### src/common/fight_pkg.sv
`default_nettype none

package fight_pkg;

  //==========================================================
  // State encodings
  //==========================================================

  typedef enum logic [2:0] {
    P_IDLE,       // Standing still
    P_WALK_FWD,   // Moving toward the opponent
    P_WALK_BACK,  // Moving away, guard up
    P_ATTACK,     // Attack box active
    P_HITSTUN     // Recoil after taking damage
  } player_state_t;

  typedef enum logic [2:0] {
    M_IDLE,       // Waiting for start
    M_FIGHT,      // Round in progress
    M_P1_WIN,
    M_P2_WIN,
    M_DRAW        // Both knocked out on the same frame
  } match_state_t;

  //==========================================================
  // Arena geometry, all x coordinates of a left edge
  //==========================================================

  localparam int X_W = 10;                                // 640 px wide arena
  localparam logic [X_W-1:0] ARENA_MIN = 10'd0;
  localparam logic [X_W-1:0] ARENA_MAX = 10'd608;         // 640 minus body width
  localparam logic [X_W-1:0] BODY_W    = 10'd32;          // Hurtbox width
  localparam logic [X_W-1:0] REACH     = 10'd24;          // Attack depth past the body
  localparam logic [X_W-1:0] START_X1  = 10'd160;
  localparam logic [X_W-1:0] START_X2  = 10'd448;

  // Health and guard
  localparam int HP_W = 3;
  localparam logic [HP_W-1:0] MAX_HEALTH = 3'd5;
  localparam logic [HP_W-1:0] MAX_BLOCKS = 3'd3;

endpackage

`default_nettype wire
### src/rtl/fight_core.sv
`timescale 1ns/1ps
`default_nettype none

module fight_core
  import fight_pkg::*;
#(
  parameter int FRAME_DIV     = 4,  // Near 833333 on the board
  parameter int STEP          = 4,
  parameter int ATTACK_FRAMES = 6,
  parameter int STUN_FRAMES   = 8,
  parameter int CPU_DIV       = 3
) (
  input  logic            clk,
  input  logic            arst_n,
  input  logic            start,
  input  logic            p1_left,
  input  logic            p1_right,
  input  logic            p1_attack,
  input  logic            p2_left,
  input  logic            p2_right,
  input  logic            p2_attack,
  input  logic            cpu_mode,
  output logic            frame_tick,
  output match_state_t    match_state,
  output logic [X_W-1:0]  p1_x,
  output logic [X_W-1:0]  p2_x,
  output player_state_t   p1_state,
  output player_state_t   p2_state,
  output logic [HP_W-1:0] p1_health,
  output logic [HP_W-1:0] p2_health,
  output logic [HP_W-1:0] p1_block,
  output logic [HP_W-1:0] p2_block
);

  //==========================================================
  // Internal nets
  //==========================================================

  logic round_start;
  logic p2_left_cmd;   // After the CPU mux
  logic p2_right_cmd;
  logic p2_attack_cmd;
  logic p1_struck;
  logic p2_struck;
  logic p1_stun;
  logic p2_stun;

  match_ctrl #(.FRAME_DIV(FRAME_DIV)) match_ctrl_inst (
    .clk(clk),
    .arst_n(arst_n),
    .start(start),
    .p1_health(p1_health),
    .p2_health(p2_health),
    .frame_tick(frame_tick),
    .round_start(round_start),
    .match_state(match_state)
  );

  cpu_input #(.CPU_DIV(CPU_DIV)) cpu_input_inst (
    .clk(clk),
    .arst_n(arst_n),
    .frame_tick(frame_tick),
    .cpu_mode(cpu_mode),
    .man_left(p2_left),
    .man_right(p2_right),
    .man_attack(p2_attack),
    .left(p2_left_cmd),
    .right(p2_right_cmd),
    .attack(p2_attack_cmd)
  );

  player_fsm #(
    .SIDE(1'b0),
    .STEP(STEP),
    .ATTACK_FRAMES(ATTACK_FRAMES),
    .STUN_FRAMES(STUN_FRAMES)
  ) player1_inst (
    .clk(clk),
    .arst_n(arst_n),
    .frame_tick(frame_tick),
    .round_start(round_start),
    .match_state(match_state),
    .left(p1_left),
    .right(p1_right),
    .attack(p1_attack),
    .stun(p1_stun),
    .other_x(p2_x),
    .x(p1_x),
    .state(p1_state)
  );

  player_fsm #(
    .SIDE(1'b1),
    .STEP(STEP),
    .ATTACK_FRAMES(ATTACK_FRAMES),
    .STUN_FRAMES(STUN_FRAMES)
  ) player2_inst (
    .clk(clk),
    .arst_n(arst_n),
    .frame_tick(frame_tick),
    .round_start(round_start),
    .match_state(match_state),
    .left(p2_left_cmd),
    .right(p2_right_cmd),
    .attack(p2_attack_cmd),
    .stun(p2_stun),
    .other_x(p1_x),
    .x(p2_x),
    .state(p2_state)
  );

  hit_detect hit_detect_inst (
    .clk(clk),
    .arst_n(arst_n),
    .frame_tick(frame_tick),
    .p1_x(p1_x),
    .p2_x(p2_x),
    .p1_state(p1_state),
    .p2_state(p2_state),
    .p1_struck(p1_struck),
    .p2_struck(p2_struck)
  );

  health_status health_status_inst (
    .clk(clk),
    .arst_n(arst_n),
    .round_start(round_start),
    .p1_struck(p1_struck),
    .p2_struck(p2_struck),
    .p1_state(p1_state),
    .p2_state(p2_state),
    .p1_health(p1_health),
    .p2_health(p2_health),
    .p1_block(p1_block),
    .p2_block(p2_block),
    .p1_stun(p1_stun),
    .p2_stun(p2_stun)
  );

endmodule

`default_nettype wire

### src/rtl/cpu_input.sv
`timescale 1ns/1ps
`default_nettype none

module cpu_input #(
  parameter int CPU_DIV = 3  // Frames per new command
) (
  input  logic clk,
  input  logic arst_n,
  input  logic frame_tick,
  input  logic cpu_mode,     // 1 hands P2 to the CPU
  input  logic man_left,
  input  logic man_right,
  input  logic man_attack,
  output logic left,
  output logic right,
  output logic attack
);

  localparam logic [15:0] SEED  = 16'hace1;  // Any non-zero value
  localparam int          DIV_W = (CPU_DIV > 1) ? $clog2(CPU_DIV) : 1;

  logic [15:0]      rng;
  logic [15:0]      rng_a;
  logic [15:0]      rng_b;
  logic [15:0]      rng_next;
  logic [DIV_W-1:0] div_cnt;
  logic             step;

  // Xorshift 7/9/8, full period over the non-zero 16 bit states
  assign rng_a    = rng ^ (rng << 7);
  assign rng_b    = rng_a ^ (rng_a >> 9);
  assign rng_next = rng_b ^ (rng_b << 8);

  assign step = frame_tick && (div_cnt == DIV_W'(CPU_DIV - 1));

  always_ff @(posedge clk or negedge arst_n) begin
    if (!arst_n) begin
      rng     <= SEED;
      div_cnt <= '0;
    end else if (frame_tick) begin
      div_cnt <= step ? '0 : div_cnt + 1'b1;
      if (step) rng <= rng_next;  // Hold a command for CPU_DIV frames
    end
  end

  // Key mux, attack rarer than moves
  assign left   = cpu_mode ? rng[0] : man_left;
  assign right  = cpu_mode ? rng[1] : man_right;
  assign attack = cpu_mode ? (rng[2] & rng[3]) : man_attack;

endmodule

`default_nettype wire

### src/rtl/health_status.sv
`timescale 1ns/1ps
`default_nettype none

module health_status
  import fight_pkg::*;
(
  input  logic            clk,
  input  logic            arst_n,
  input  logic            round_start,
  input  logic            p1_struck,
  input  logic            p2_struck,
  input  player_state_t   p1_state,
  input  player_state_t   p2_state,
  output logic [HP_W-1:0] p1_health,
  output logic [HP_W-1:0] p2_health,
  output logic [HP_W-1:0] p1_block,
  output logic [HP_W-1:0] p2_block,
  output logic            p1_stun,
  output logic            p2_stun
);

  logic [HP_W-1:0] health [2];   // Index 0 is P1
  logic [HP_W-1:0] block  [2];
  logic [1:0]      struck;
  logic [1:0]      guarding;     // Walking back holds the guard
  logic [1:0]      stun_q;

  assign struck   = {p2_struck, p1_struck};
  assign guarding = {p2_state == P_WALK_BACK, p1_state == P_WALK_BACK};

  always_ff @(posedge clk or negedge arst_n) begin
    if (!arst_n) begin
      for (int i = 0; i < 2; i++) begin
        health[i] <= MAX_HEALTH;
        block[i]  <= MAX_BLOCKS;
      end
      stun_q <= '0;
    end else begin
      stun_q <= '0;                     // Pulse, one clk
      if (round_start) begin
        for (int i = 0; i < 2; i++) begin
          health[i] <= MAX_HEALTH;
          block[i]  <= MAX_BLOCKS;
        end
      end else begin
        for (int i = 0; i < 2; i++) begin
          if (struck[i]) begin
            if (guarding[i] && (block[i] != '0)) begin
              block[i] <= block[i] - 1'b1;    // Guard absorbs the hit
            end else begin
              if (health[i] != '0) health[i] <= health[i] - 1'b1;  // Saturate at 0
              stun_q[i] <= 1'b1;
            end
          end
        end
      end
    end
  end

  assign p1_health = health[0];
  assign p2_health = health[1];
  assign p1_block  = block[0];
  assign p2_block  = block[1];
  assign p1_stun   = stun_q[0];
  assign p2_stun   = stun_q[1];

endmodule

`default_nettype wire

### src/rtl/hit_detect.sv
`timescale 1ns/1ps
`default_nettype none

module hit_detect
  import fight_pkg::*;
(
  input  logic           clk,
  input  logic           arst_n,
  input  logic           frame_tick,
  input  logic [X_W-1:0] p1_x,
  input  logic [X_W-1:0] p2_x,
  input  player_state_t  p1_state,
  input  player_state_t  p2_state,
  output logic           p1_struck,  // P1 took a hit
  output logic           p2_struck   // P2 took a hit
);

  logic [X_W-1:0] p1_box_lo, p1_box_hi;
  logic [X_W-1:0] p2_box_lo, p2_box_hi;
  logic [X_W-1:0] p1_hurt_lo, p1_hurt_hi;
  logic [X_W-1:0] p2_hurt_lo, p2_hurt_hi;
  logic           p1_hits;      // P1 attack box on P2 body
  logic           p2_hits;
  logic           p1_landed;    // P1 already scored this attack
  logic           p2_landed;

  function automatic logic overlap(input logic [X_W-1:0] a_lo, input logic [X_W-1:0] a_hi,
                                   input logic [X_W-1:0] b_lo, input logic [X_W-1:0] b_hi);
    return (a_lo <= b_hi) && (b_lo <= a_hi);
  endfunction

  // All boxes shifted right by REACH so the left-facing box never wraps below 0
  assign p1_hurt_lo = p1_x + REACH;
  assign p1_hurt_hi = p1_x + REACH + BODY_W - 1'b1;
  assign p2_hurt_lo = p2_x + REACH;
  assign p2_hurt_hi = p2_x + REACH + BODY_W - 1'b1;
  assign p1_box_lo  = p1_x + BODY_W + REACH;          // In front of P1, facing right
  assign p1_box_hi  = p1_x + BODY_W + REACH + REACH - 1'b1;
  assign p2_box_lo  = p2_x;                           // In front of P2, facing left
  assign p2_box_hi  = p2_x + REACH - 1'b1;

  assign p1_hits = (p1_state == P_ATTACK) && !p1_landed &&
                   overlap(p1_box_lo, p1_box_hi, p2_hurt_lo, p2_hurt_hi);
  assign p2_hits = (p2_state == P_ATTACK) && !p2_landed &&
                   overlap(p2_box_lo, p2_box_hi, p1_hurt_lo, p1_hurt_hi);

  always_ff @(posedge clk or negedge arst_n) begin
    if (!arst_n) begin
      p1_struck <= 1'b0;
      p2_struck <= 1'b0;
      p1_landed <= 1'b0;
      p2_landed <= 1'b0;
    end else begin
      p1_struck <= 1'b0;  // Single clk pulses
      p2_struck <= 1'b0;
      if (p1_state != P_ATTACK) p1_landed <= 1'b0;  // Rearm once the attack ends
      if (p2_state != P_ATTACK) p2_landed <= 1'b0;
      if (frame_tick) begin
        if (p1_hits) begin
          p2_struck <= 1'b1;
          p1_landed <= 1'b1;
        end
        if (p2_hits) begin  // Trades allowed on one frame
          p1_struck <= 1'b1;
          p2_landed <= 1'b1;
        end
      end
    end
  end

endmodule

`default_nettype wire

### src/player/player_fsm.sv
`timescale 1ns/1ps
`default_nettype none

module player_fsm
  import fight_pkg::*;
#(
  parameter bit SIDE          = 1'b0, // 0 faces right, 1 faces left
  parameter int STEP          = 4,    // Pixels per frame
  parameter int ATTACK_FRAMES = 6,
  parameter int STUN_FRAMES   = 8
) (
  input  logic           clk,
  input  logic           arst_n,
  input  logic           frame_tick,
  input  logic           round_start,
  input  match_state_t   match_state,
  input  logic           left,
  input  logic           right,
  input  logic           attack,
  input  logic           stun,        // Damage pulse from health block
  input  logic [X_W-1:0] other_x,     // Opponent left edge
  output logic [X_W-1:0] x,
  output player_state_t  state
);

  localparam logic [X_W-1:0] HOME_X = SIDE ? START_X2 : START_X1;
  localparam int MAX_FR = (ATTACK_FRAMES > STUN_FRAMES) ? ATTACK_FRAMES : STUN_FRAMES;
  localparam int CNT_W  = $clog2(MAX_FR + 1);
  localparam logic [X_W-1:0] STEP_X = X_W'(STEP);

  logic [CNT_W-1:0] frame_cnt;  // Frames spent in attack or stun
  logic             fwd_key;
  logic             back_key;
  logic             fwd_ok;     // Room left before touching the opponent
  logic [X_W-1:0]   fwd_x;
  logic [X_W-1:0]   back_x;
  logic             act_tick;
  logic             attack_done;
  logic             stun_done;

  // Facing decides which key means forward
  assign fwd_key  = SIDE ? left : right;
  assign back_key = SIDE ? right : left;
  assign act_tick = frame_tick && (match_state == M_FIGHT);

  assign attack_done = (frame_cnt == CNT_W'(ATTACK_FRAMES - 1));
  assign stun_done   = (frame_cnt == CNT_W'(STUN_FRAMES - 1));

  //==========================================================
  // Candidate positions
  //==========================================================

  // Arena plus body and step stays well below 2**X_W, no overflow here
  always_comb begin
    if (!SIDE) begin
      fwd_ok = (x + BODY_W + STEP_X) <= other_x;                // Gap stays >= 0
      fwd_x  = x + STEP_X;
      back_x = (x >= ARENA_MIN + STEP_X) ? x - STEP_X : ARENA_MIN; // Clamp left wall
    end else begin
      fwd_ok = x >= (other_x + BODY_W + STEP_X);
      fwd_x  = x - STEP_X;
      back_x = (x + STEP_X <= ARENA_MAX) ? x + STEP_X : ARENA_MAX; // Clamp right wall
    end
  end

  //==========================================================
  // State machine
  //==========================================================

  always_ff @(posedge clk or negedge arst_n) begin
    if (!arst_n) begin
      x         <= HOME_X;
      state     <= P_IDLE;
      frame_cnt <= '0;
    end else if (round_start) begin  // New round puts both fighters home
      x         <= HOME_X;
      state     <= P_IDLE;
      frame_cnt <= '0;
    end else if (stun) begin         // Hit overrides anything, even mid attack
      state     <= P_HITSTUN;
      frame_cnt <= '0;
    end else if (act_tick) begin
      case (state)
        P_ATTACK: begin
          if (attack_done) begin
            state     <= P_IDLE;
            frame_cnt <= '0;
          end else begin
            frame_cnt <= frame_cnt + 1'b1;
          end
        end
        P_HITSTUN: begin
          if (stun_done) begin
            state     <= P_IDLE;
            frame_cnt <= '0;
          end else begin
            frame_cnt <= frame_cnt + 1'b1;
          end
        end
        default: begin  // Free to act, attack wins over moves
          if (attack) begin
            state     <= P_ATTACK;
            frame_cnt <= '0;
          end else if (back_key) begin
            state <= P_WALK_BACK;
            x     <= back_x;
          end else if (fwd_key) begin
            state <= P_WALK_FWD;
            if (fwd_ok) begin
              x <= fwd_x;    // Otherwise pressed against the opponent
            end
          end else begin
            state <= P_IDLE;
          end
        end
      endcase
    end
  end

endmodule

`default_nettype wire

### src/rtl/match_ctrl.sv
`timescale 1ns/1ps
`default_nettype none

module match_ctrl
  import fight_pkg::*;
#(
  parameter int FRAME_DIV = 4  // Clocks per frame
) (
  input  logic            clk,
  input  logic            arst_n,
  input  logic            start,
  input  logic [HP_W-1:0] p1_health,
  input  logic [HP_W-1:0] p2_health,
  output logic            frame_tick,
  output logic            round_start,
  output match_state_t    match_state
);

  localparam int CNT_W = (FRAME_DIV > 1) ? $clog2(FRAME_DIV) : 1;

  logic [CNT_W-1:0] div_cnt;
  logic             tick_next;
  logic             round_over;
  match_state_t     result;

  //==========================================================
  // Frame strobe
  //==========================================================

  assign tick_next = (div_cnt == CNT_W'(FRAME_DIV - 1));

  always_ff @(posedge clk or negedge arst_n) begin
    if (!arst_n) begin
      div_cnt    <= '0;
      frame_tick <= 1'b0;
    end else begin
      frame_tick <= tick_next;                     // First tick FRAME_DIV clks out
      div_cnt    <= tick_next ? '0 : div_cnt + 1'b1;
    end
  end

  //==========================================================
  // Round control
  //==========================================================

  always_comb begin
    round_over = (p1_health == '0) || (p2_health == '0);
    if ((p1_health == '0) && (p2_health == '0)) begin
      result = M_DRAW;
    end else if (p2_health == '0) begin
      result = M_P1_WIN;
    end else begin
      result = M_P2_WIN;
    end
  end

  always_ff @(posedge clk or negedge arst_n) begin
    if (!arst_n) begin
      match_state <= M_IDLE;
      round_start <= 1'b0;
    end else begin
      round_start <= 1'b0;
      if (frame_tick) begin  // Round only moves on frame boundaries
        case (match_state)
          M_FIGHT: begin
            if (round_over) match_state <= result;
          end
          default: begin     // Idle or a result screen
            if (start) begin
              round_start <= 1'b1;
              match_state <= M_FIGHT;
            end
          end
        endcase
      end
    end
  end

endmodule

`default_nettype wire

### config.mk
export PLATFORM = sky130hd
export DESIGN_NAME = fight_core
export DESIGN_NICKNAME = d
export VERILOG_FILES = /design/src/common/fight_pkg.sv /design/src/rtl/fight_core.sv /design/src/rtl/cpu_input.sv /design/src/rtl/health_status.sv /design/src/rtl/hit_detect.sv /design/src/player/player_fsm.sv /design/src/rtl/match_ctrl.sv
export SDC_FILE = /design/constraint.sdc
export NUM_CORES = 1
export LEC_CHECK = 0
export ABC_AREA = 1
export BUFFER_PORTS_ARGS = -buffer_cell sky130_fd_sc_hd__buf_2
export CAP_MARGIN = 25
export CORE_MARGIN = 4
export CORE_UTILIZATION = 45
export CTS_BUF_LIST = sky130_fd_sc_hd__clkbuf_4 sky130_fd_sc_hd__clkbuf_8
export DETAILED_ROUTE_END_ITERATION = 6
export GPL_TIMING_DRIVEN = 0
export HOLD_SLACK_MARGIN = 0.05
export PLACE_DENSITY_LB_ADDON = 0.3
export SYNTH_ARGS = -nofsm -noshare
export SYNTH_HDL_FRONTEND = slang
export SYNTH_HIERARCHICAL = 1
export SYNTH_SLANG_ARGS = --single-unit
### constraint.sdc
create_clock -name clk -period 3.7 [get_ports clk]
set_clock_uncertainty 0.05 [all_clocks]
set_input_delay 0.185 -clock clk [delete_from_list [all_inputs] [get_ports clk]]
set_output_delay 0.185 -clock clk [all_outputs]
set_load 0.1 [all_outputs]
# After elaboration in Yosys (flattened, before gate mapping)
# Index checks and enable logic that the tools add are counted.
# word_totals
reg_bits	77
latch_bits	0
mem_bits_rw	0
romBits	0
inputBits	10
elab_cells	225
mem_count	0
# op_classes
addsub	24
n_mul	0
div	0
magnitude_cmp	8
n_eq_ne	28
shift	0
n_mux	90
bitwise	4
n_reduce_logical	50
# ops
operator	count
$mux W10	18
$mux W3	28
$le A10 B10 Y1	5
$mux W4	12
$add A10 B5 Y10 const B	4
$sub A10 B1 Y10 const B	4
$xor A16 B16 Y16	2
$add A10 B3 Y10 const B	3
$add A10 B6 Y10 const B	3
$reduce_bool A3 Y1	10
$mux W1	23
$sub A10 B3 Y10 const B	2
$eq A4 B3 Y1 const B	4
$pmux W4 S2	2
$reduce_bool A2 Y1	8
$xor A16 B7 Y16	1
$reduce_and A3 Y1	5
$eq A3 B2 Y1 const B	4
$mux W6	2
$pmux W3 S2	2
$reduce_and A6 Y1	2
$sub A3 B1 Y3 const B	4
$logic_and A1 B1 Y1	11
$ge A10 B10 Y1	1
other kinds (20)	44

# Longest topological paths before layout
# depth
word_depth	11
ltp_mapped	19

# By module
# Netlist, hierarchy kept.
# modules_own_cells
mod	n_inst	cells_each	area_each_um2	seq_area_each_um2
hit_detect	1	282	1885.6	100.1
player_fsm (player2_inst)	1	240	1582.8	379.1
player_fsm (player1_inst)	1	245	1575.3	377.9
cpu_input	1	171	1142.3	460.4
health_status	1	105	934.6	360.3
match_ctrl	1	38	335.3	175.2

# Worst setup path before layout
# Ideal clock, no wire load.
# synth_path
kind	reg2reg
from	reg player2_inst.x[3]
to	reg hit_detect_inst.p2_landed
setup_ps	130
t_arrival_ps	3270
path_slack_ps	249
stages_incl_launch_ff	15
n_path_buf	0
synth_period_minus_slack_ps	3451
cell_sequence	dfrtp_1 -> inv_2 -> ha_1 -> nand3b_1 -> nand3b_1 -> xnor2_2 -> xor2_1 -> ha_1 -> nand2_1 -> nor2_1 -> nand2_1 -> o2111ai_1 -> nand2_1 -> nand3_1 -> o21ai_0
# synth_via
elab_chain_cells	7
elab_cells_between_ends	8
classes_between	2 x add/sub; 2 x order compare; 2 x mux; 2 x reduce/logical
# synth_rtl
element	line	source
start, declared	player_fsm.sv:22	output logic [X_W-1:0] x,
start signal, assigned	player_fsm.sv:106	x <= back_x;
start signal, assigned	player_fsm.sv:110	x <= fwd_x;
$add A10 B5 Y10	hit_detect.sv:40	assign p2_box_hi = p2_x + REACH - 1'b1;
$sub A10 B1 Y10	hit_detect.sv:40	
$le A10 B10 Y1	hit_detect.sv:29	return (a_lo <= b_hi) && (b_lo <= a_hi);
$logic_and A1 B1 Y1 (*)	hit_detect.sv:29	
$logic_and A1 B1 Y1 (*)	hit_detect.sv:44	assign p2_hits = (p2_state == P_ATTACK) && !p2_landed &&
$mux W1 (*)	hit_detect.sv:63	if (p2_hits) begin
$mux W1 (*)	hit_detect.sv:58	if (frame_tick) begin
end signal, assigned	hit_detect.sv:52	p2_landed <= 1'b0;
end signal, assigned	hit_detect.sv:57	if (p2_state != P_ATTACK) p2_landed <= 1'b0;
end signal, assigned	hit_detect.sv:65	p2_landed <= 1'b1;
end, declared	hit_detect.sv:25	logic p2_landed;
# Mark *: on every way between the ends. The rest lies on a longest branch, timed or not.
# A chain may end at the register's enable or synchronous reset.

# Worst setup path in the final report
# layout_path
from	reg player1_inst.x[3]
to	reg hit_detect_inst.p1_landed
# layout_via
elab_chain_cells	9
elab_cells_between_ends	10
classes_between	4 x add/sub; 2 x order compare; 2 x mux; 2 x reduce/logical
# layout_rtl
element	line	source
start, declared	player_fsm.sv:22	
start signal, assigned	player_fsm.sv:106	
start signal, assigned	player_fsm.sv:110	
$add A10 B6 Y10 (*)	hit_detect.sv:37, hit_detect.sv:38	
$add A10 B5 Y10 (*)	hit_detect.sv:37, hit_detect.sv:38	
$add A10 B5 Y10	hit_detect.sv:38	assign p1_box_hi = p1_x + BODY_W + REACH + REACH - 1'b1;
$sub A10 B1 Y10	hit_detect.sv:38	
$le A10 B10 Y1	hit_detect.sv:29	
$logic_and A1 B1 Y1 (*)	hit_detect.sv:29	
$logic_and A1 B1 Y1 (*)	hit_detect.sv:42	assign p1_hits = (p1_state == P_ATTACK) && !p1_landed &&
$mux W1 (*)	hit_detect.sv:59	if (p1_hits) begin
$mux W1 (*)	hit_detect.sv:58	
end signal, assigned	hit_detect.sv:51	p1_landed <= 1'b0;
end signal, assigned	hit_detect.sv:56	if (p1_state != P_ATTACK) p1_landed <= 1'b0;
end signal, assigned	hit_detect.sv:61	p1_landed <= 1'b1;
end, declared	hit_detect.sv:24	logic p1_landed;
# Marked as above.

==> flow_summary.yaml <==
setup_path:
  end_kind: "flop"
  cp_max_fo: 13
  critical_path_class: "reg2reg"
  startpoint_type: "flop"
  arrival_ns: 3.56
  required_ns: 3.94
routing:
  firstDrtPassIters: 5
  avgRoutedWirePerCell_um: 12.8
  num_vias: 6809
  ant_nets: 0
  drc: 0
  via_per_inst: 4.99
  totalWireLength_um: 17400
  drtIter0Drc: 432
clocking:
  cts_tree: "built"
  htree_levels: 3
  numCtsBuffers: 9
  cts_sinks: 73
  cts-root-buf: "clkbuf_8"
  clkLatencyLatePin_ns: 0.36
  clk_pin_slew_worst_paths_ns: 0.08
  clockBufferDepth: 2
yosys:
  ys_ff_latch: 73
  synthTopCellsByArea: "dfrtp_1 (17%), nand2_1 (15%), ha_1 (12%), nand3_1 (8.8%), inv_1 (7.8%)"
  yosys_warnings: 6
  yosysTopAreaCell: "dfrtp_1"
  synth_most_common_cell: "nand2_1"
  syn_area_per_cell_um2: 6.90
  yosysTopAreaCellShare_pct: 17.5
  synth_edf_count: 0
  yosysUniqueCellTypes: 48
  syn_area_um2: 7460
  syn_inst: 1081
  synthFlopType: "dfrtp_1"
  async_flop_share_pct: 100
  synth_common_cells: "nand2_1 (305), inv_1 (155), nand3_1 (131)"
  seq_area_frac_synth_pct: 24.9
power:
  cellPowerDensity_nw_per_um2: 881
  p_leak_nw: 4.38
  finalPower_w: 0.00727
  ir_drop_mv: 0.513
grt:
  antenna_found_initial: 0
  grt_first_pass_wirelength_um: 29600
  grt_max_degree: 54
  first_global_vias: 6196
  track_usage_pct: 19.4
  grt_overflow: 0
final_layout:
  drive_above_1_share_pct: 16.4
  fill_cells: 1610
  nNetsFinal: 1227
  stdcell_area_um2: 8250
  area_growth_syn_to_layout_pct: 10.7
  instances_no_fill: 1364
  n_antenna_cell: 0
die:
  initial_core_util_pct: 46.4
  core_area_um2: 16100
  io_pins: 52
  fp.dieW_um: 137
  dieArea_um2: 18700
  rows: 46
  die_height_um: 137
placed_design:
  dp_cells: 1347
  place_ws_ns: 0.280
  port_buffers: 47
  dp.final_hpwl_um: 13700
  gp_congestion: 0.916
  place_area_um2: 8000
run:
  maxCapViolCount: 0
sta:
  finalSetupTns_ns: 0
  min_period_over_period_pct: 89.8
  drv_slew: 0
  max_slew.worst_pin.slew_ns: 0.628
  hold_viol_final: 0
  setup_violations: 0
  grt_setup_unrepaired: "no"
  max_freq_ghz: 0.301
  relSlewSlack_pct: 57.7
  min_period_ns: 3.32
  setup_ws_ns: 0.377
outcome:
  outcome: "finished, final reports clean"
worst_hold_path:
  hold_class: "in2reg"
## cell type report
cell class	instances	area (um2)	share of cell area, %
repair buffers	49	275	3.34
well taps	216	270	3.28
multi-input cells	816	4810	58.3
clock inverters	7	118	1.43
plain buffers	15	116	1.41
inverters	179	684	8.29
clock buffers	9	124	1.50
flip-flops and latches	73	1850	22.5
## worst paths after layout
path / start / endpoint / slack, ns / cells past startpoint
min reg2reg: match_ctrl_inst/div_cnt[0] / match_ctrl_inst/div_cnt[0] / 0.40 / 1
max: player1_inst/x[3] / hit_detect_inst/p1_landed / 0.38 / 17
min in group asynchronous: arst_n / player2_inst/x[5] / 0.20 / 2
max in group asynchronous: arst_n / player1_inst/x[7] / 2.78 / 3
min: start / match_ctrl_inst/round_start / 0.09 / 3
max reg2reg: player1_inst/x[3] / hit_detect_inst/p1_landed / 0.38 / 17
## critical path, cell delays in order (launching register included)
cell and delay [ns]:
dfrtp_1 0.67, inv_2 0.20, ha_1 0.48, inv_1 0.14, a21oi_1 0.23, xor2_1 0.18
ha_1 0.26, nand2_1 0.14, o21ai_0 0.10, a21oi_1 0.18, nand2_1 0.07, nand2_1 0.08
nand3_1 0.07, nand2_1 0.06, nand2_1 0.04, nand2_1 0.08, nand2_1 0.13, nand2_1 0.09
## cell families (layout without fill, tap and decap cells)
group,Yosys count,after routing,synth area share [%]
flops,73,73,24.9
buf+inv,194,259,10.7
xor+xnor,51,51,6.70
other cells,2,4,0.101
compound gates,106,106,8.46
simple gates,581,581,36.7
fa+ha+maj,74,74,12.4
## through the flow
stage	util [%]	hold WS, ns
floorplan	-	-0.161
global placement	49.6	0.367
detailed placement	49.8	0.0539
CTS	51.4	0.0636
global route	51.4	0.0748
finish	51.4	0.0863
## cells in the final DEF, fill, tap and decap left out, types with 8 or more instances in the layout
| master | instances |
|---|---|
| nand2_1 | 305 |
| inv_1 | 155 |
| nand3_1 | 131 |
| ha_1 | 74 |
| nor2_1 | 59 |
| dfrtp_1 | 51 |
| buf_2 | 49 |
| a21oi_1 | 40 |
| xor2_1 | 36 |
| o21ai_0 | 34 |
| nand4_1 | 21 |
| dfstp_2 | 21 |
| inv_2 | 19 |
| nand2_2 | 15 |
| xnor2_1 | 11 |
| o21ai_1 | 10 |
| nor2_2 | 10 |
| clkbuf_8 | 9 |
| nand3_2 | 8 |
## timing repair
action / CTS / global route
buffers inserted: 0 / 0
hold buffers: 1 / 0
hold endpoints to repair: 54 / 0
setup endpoints to repair: 0 / 4
resized for setup: 0 / 1
## state kept, by name, indices dropped and copies added, names as in the netlist, 2 cells and up
register and count:
cpu_input_inst/rng 16, player1_inst/x 8, player2_inst/x 8, player1_inst/frame_cnt 4
player2_inst/frame_cnt 4, health_status_inst/p1_block 3, health_status_inst/p1_health 3, health_status_inst/p2_block 3
health_status_inst/p2_health 3, match_ctrl_inst/match_state 3, player1_inst/state 3, player2_inst/state 3
cpu_input_inst/div_cnt 2, health_status_inst/stun_q 2, match_ctrl_inst/div_cnt 2
## power by group
part           switching, W  internal (W)  total, W
sequential         0.000460      0.000988   0.00145
combinational       0.00350       0.00156   0.00505
clock              0.000322      0.000449  0.000771
total               0.00428       0.00299   0.00727
## routing by layer
layer / part of all wire (%) / global-route usage [%] / up-vias
li1: - / - / 3580
met1: 48 / 27.0 / 3076
met2: 47 / 31.7 / 139
met5: 0 / 0 / -
met4: 1.1 / 4.54 / 0
met3: 4.4 / 2.90 / 14
Power figures use the tool's default switching activity.
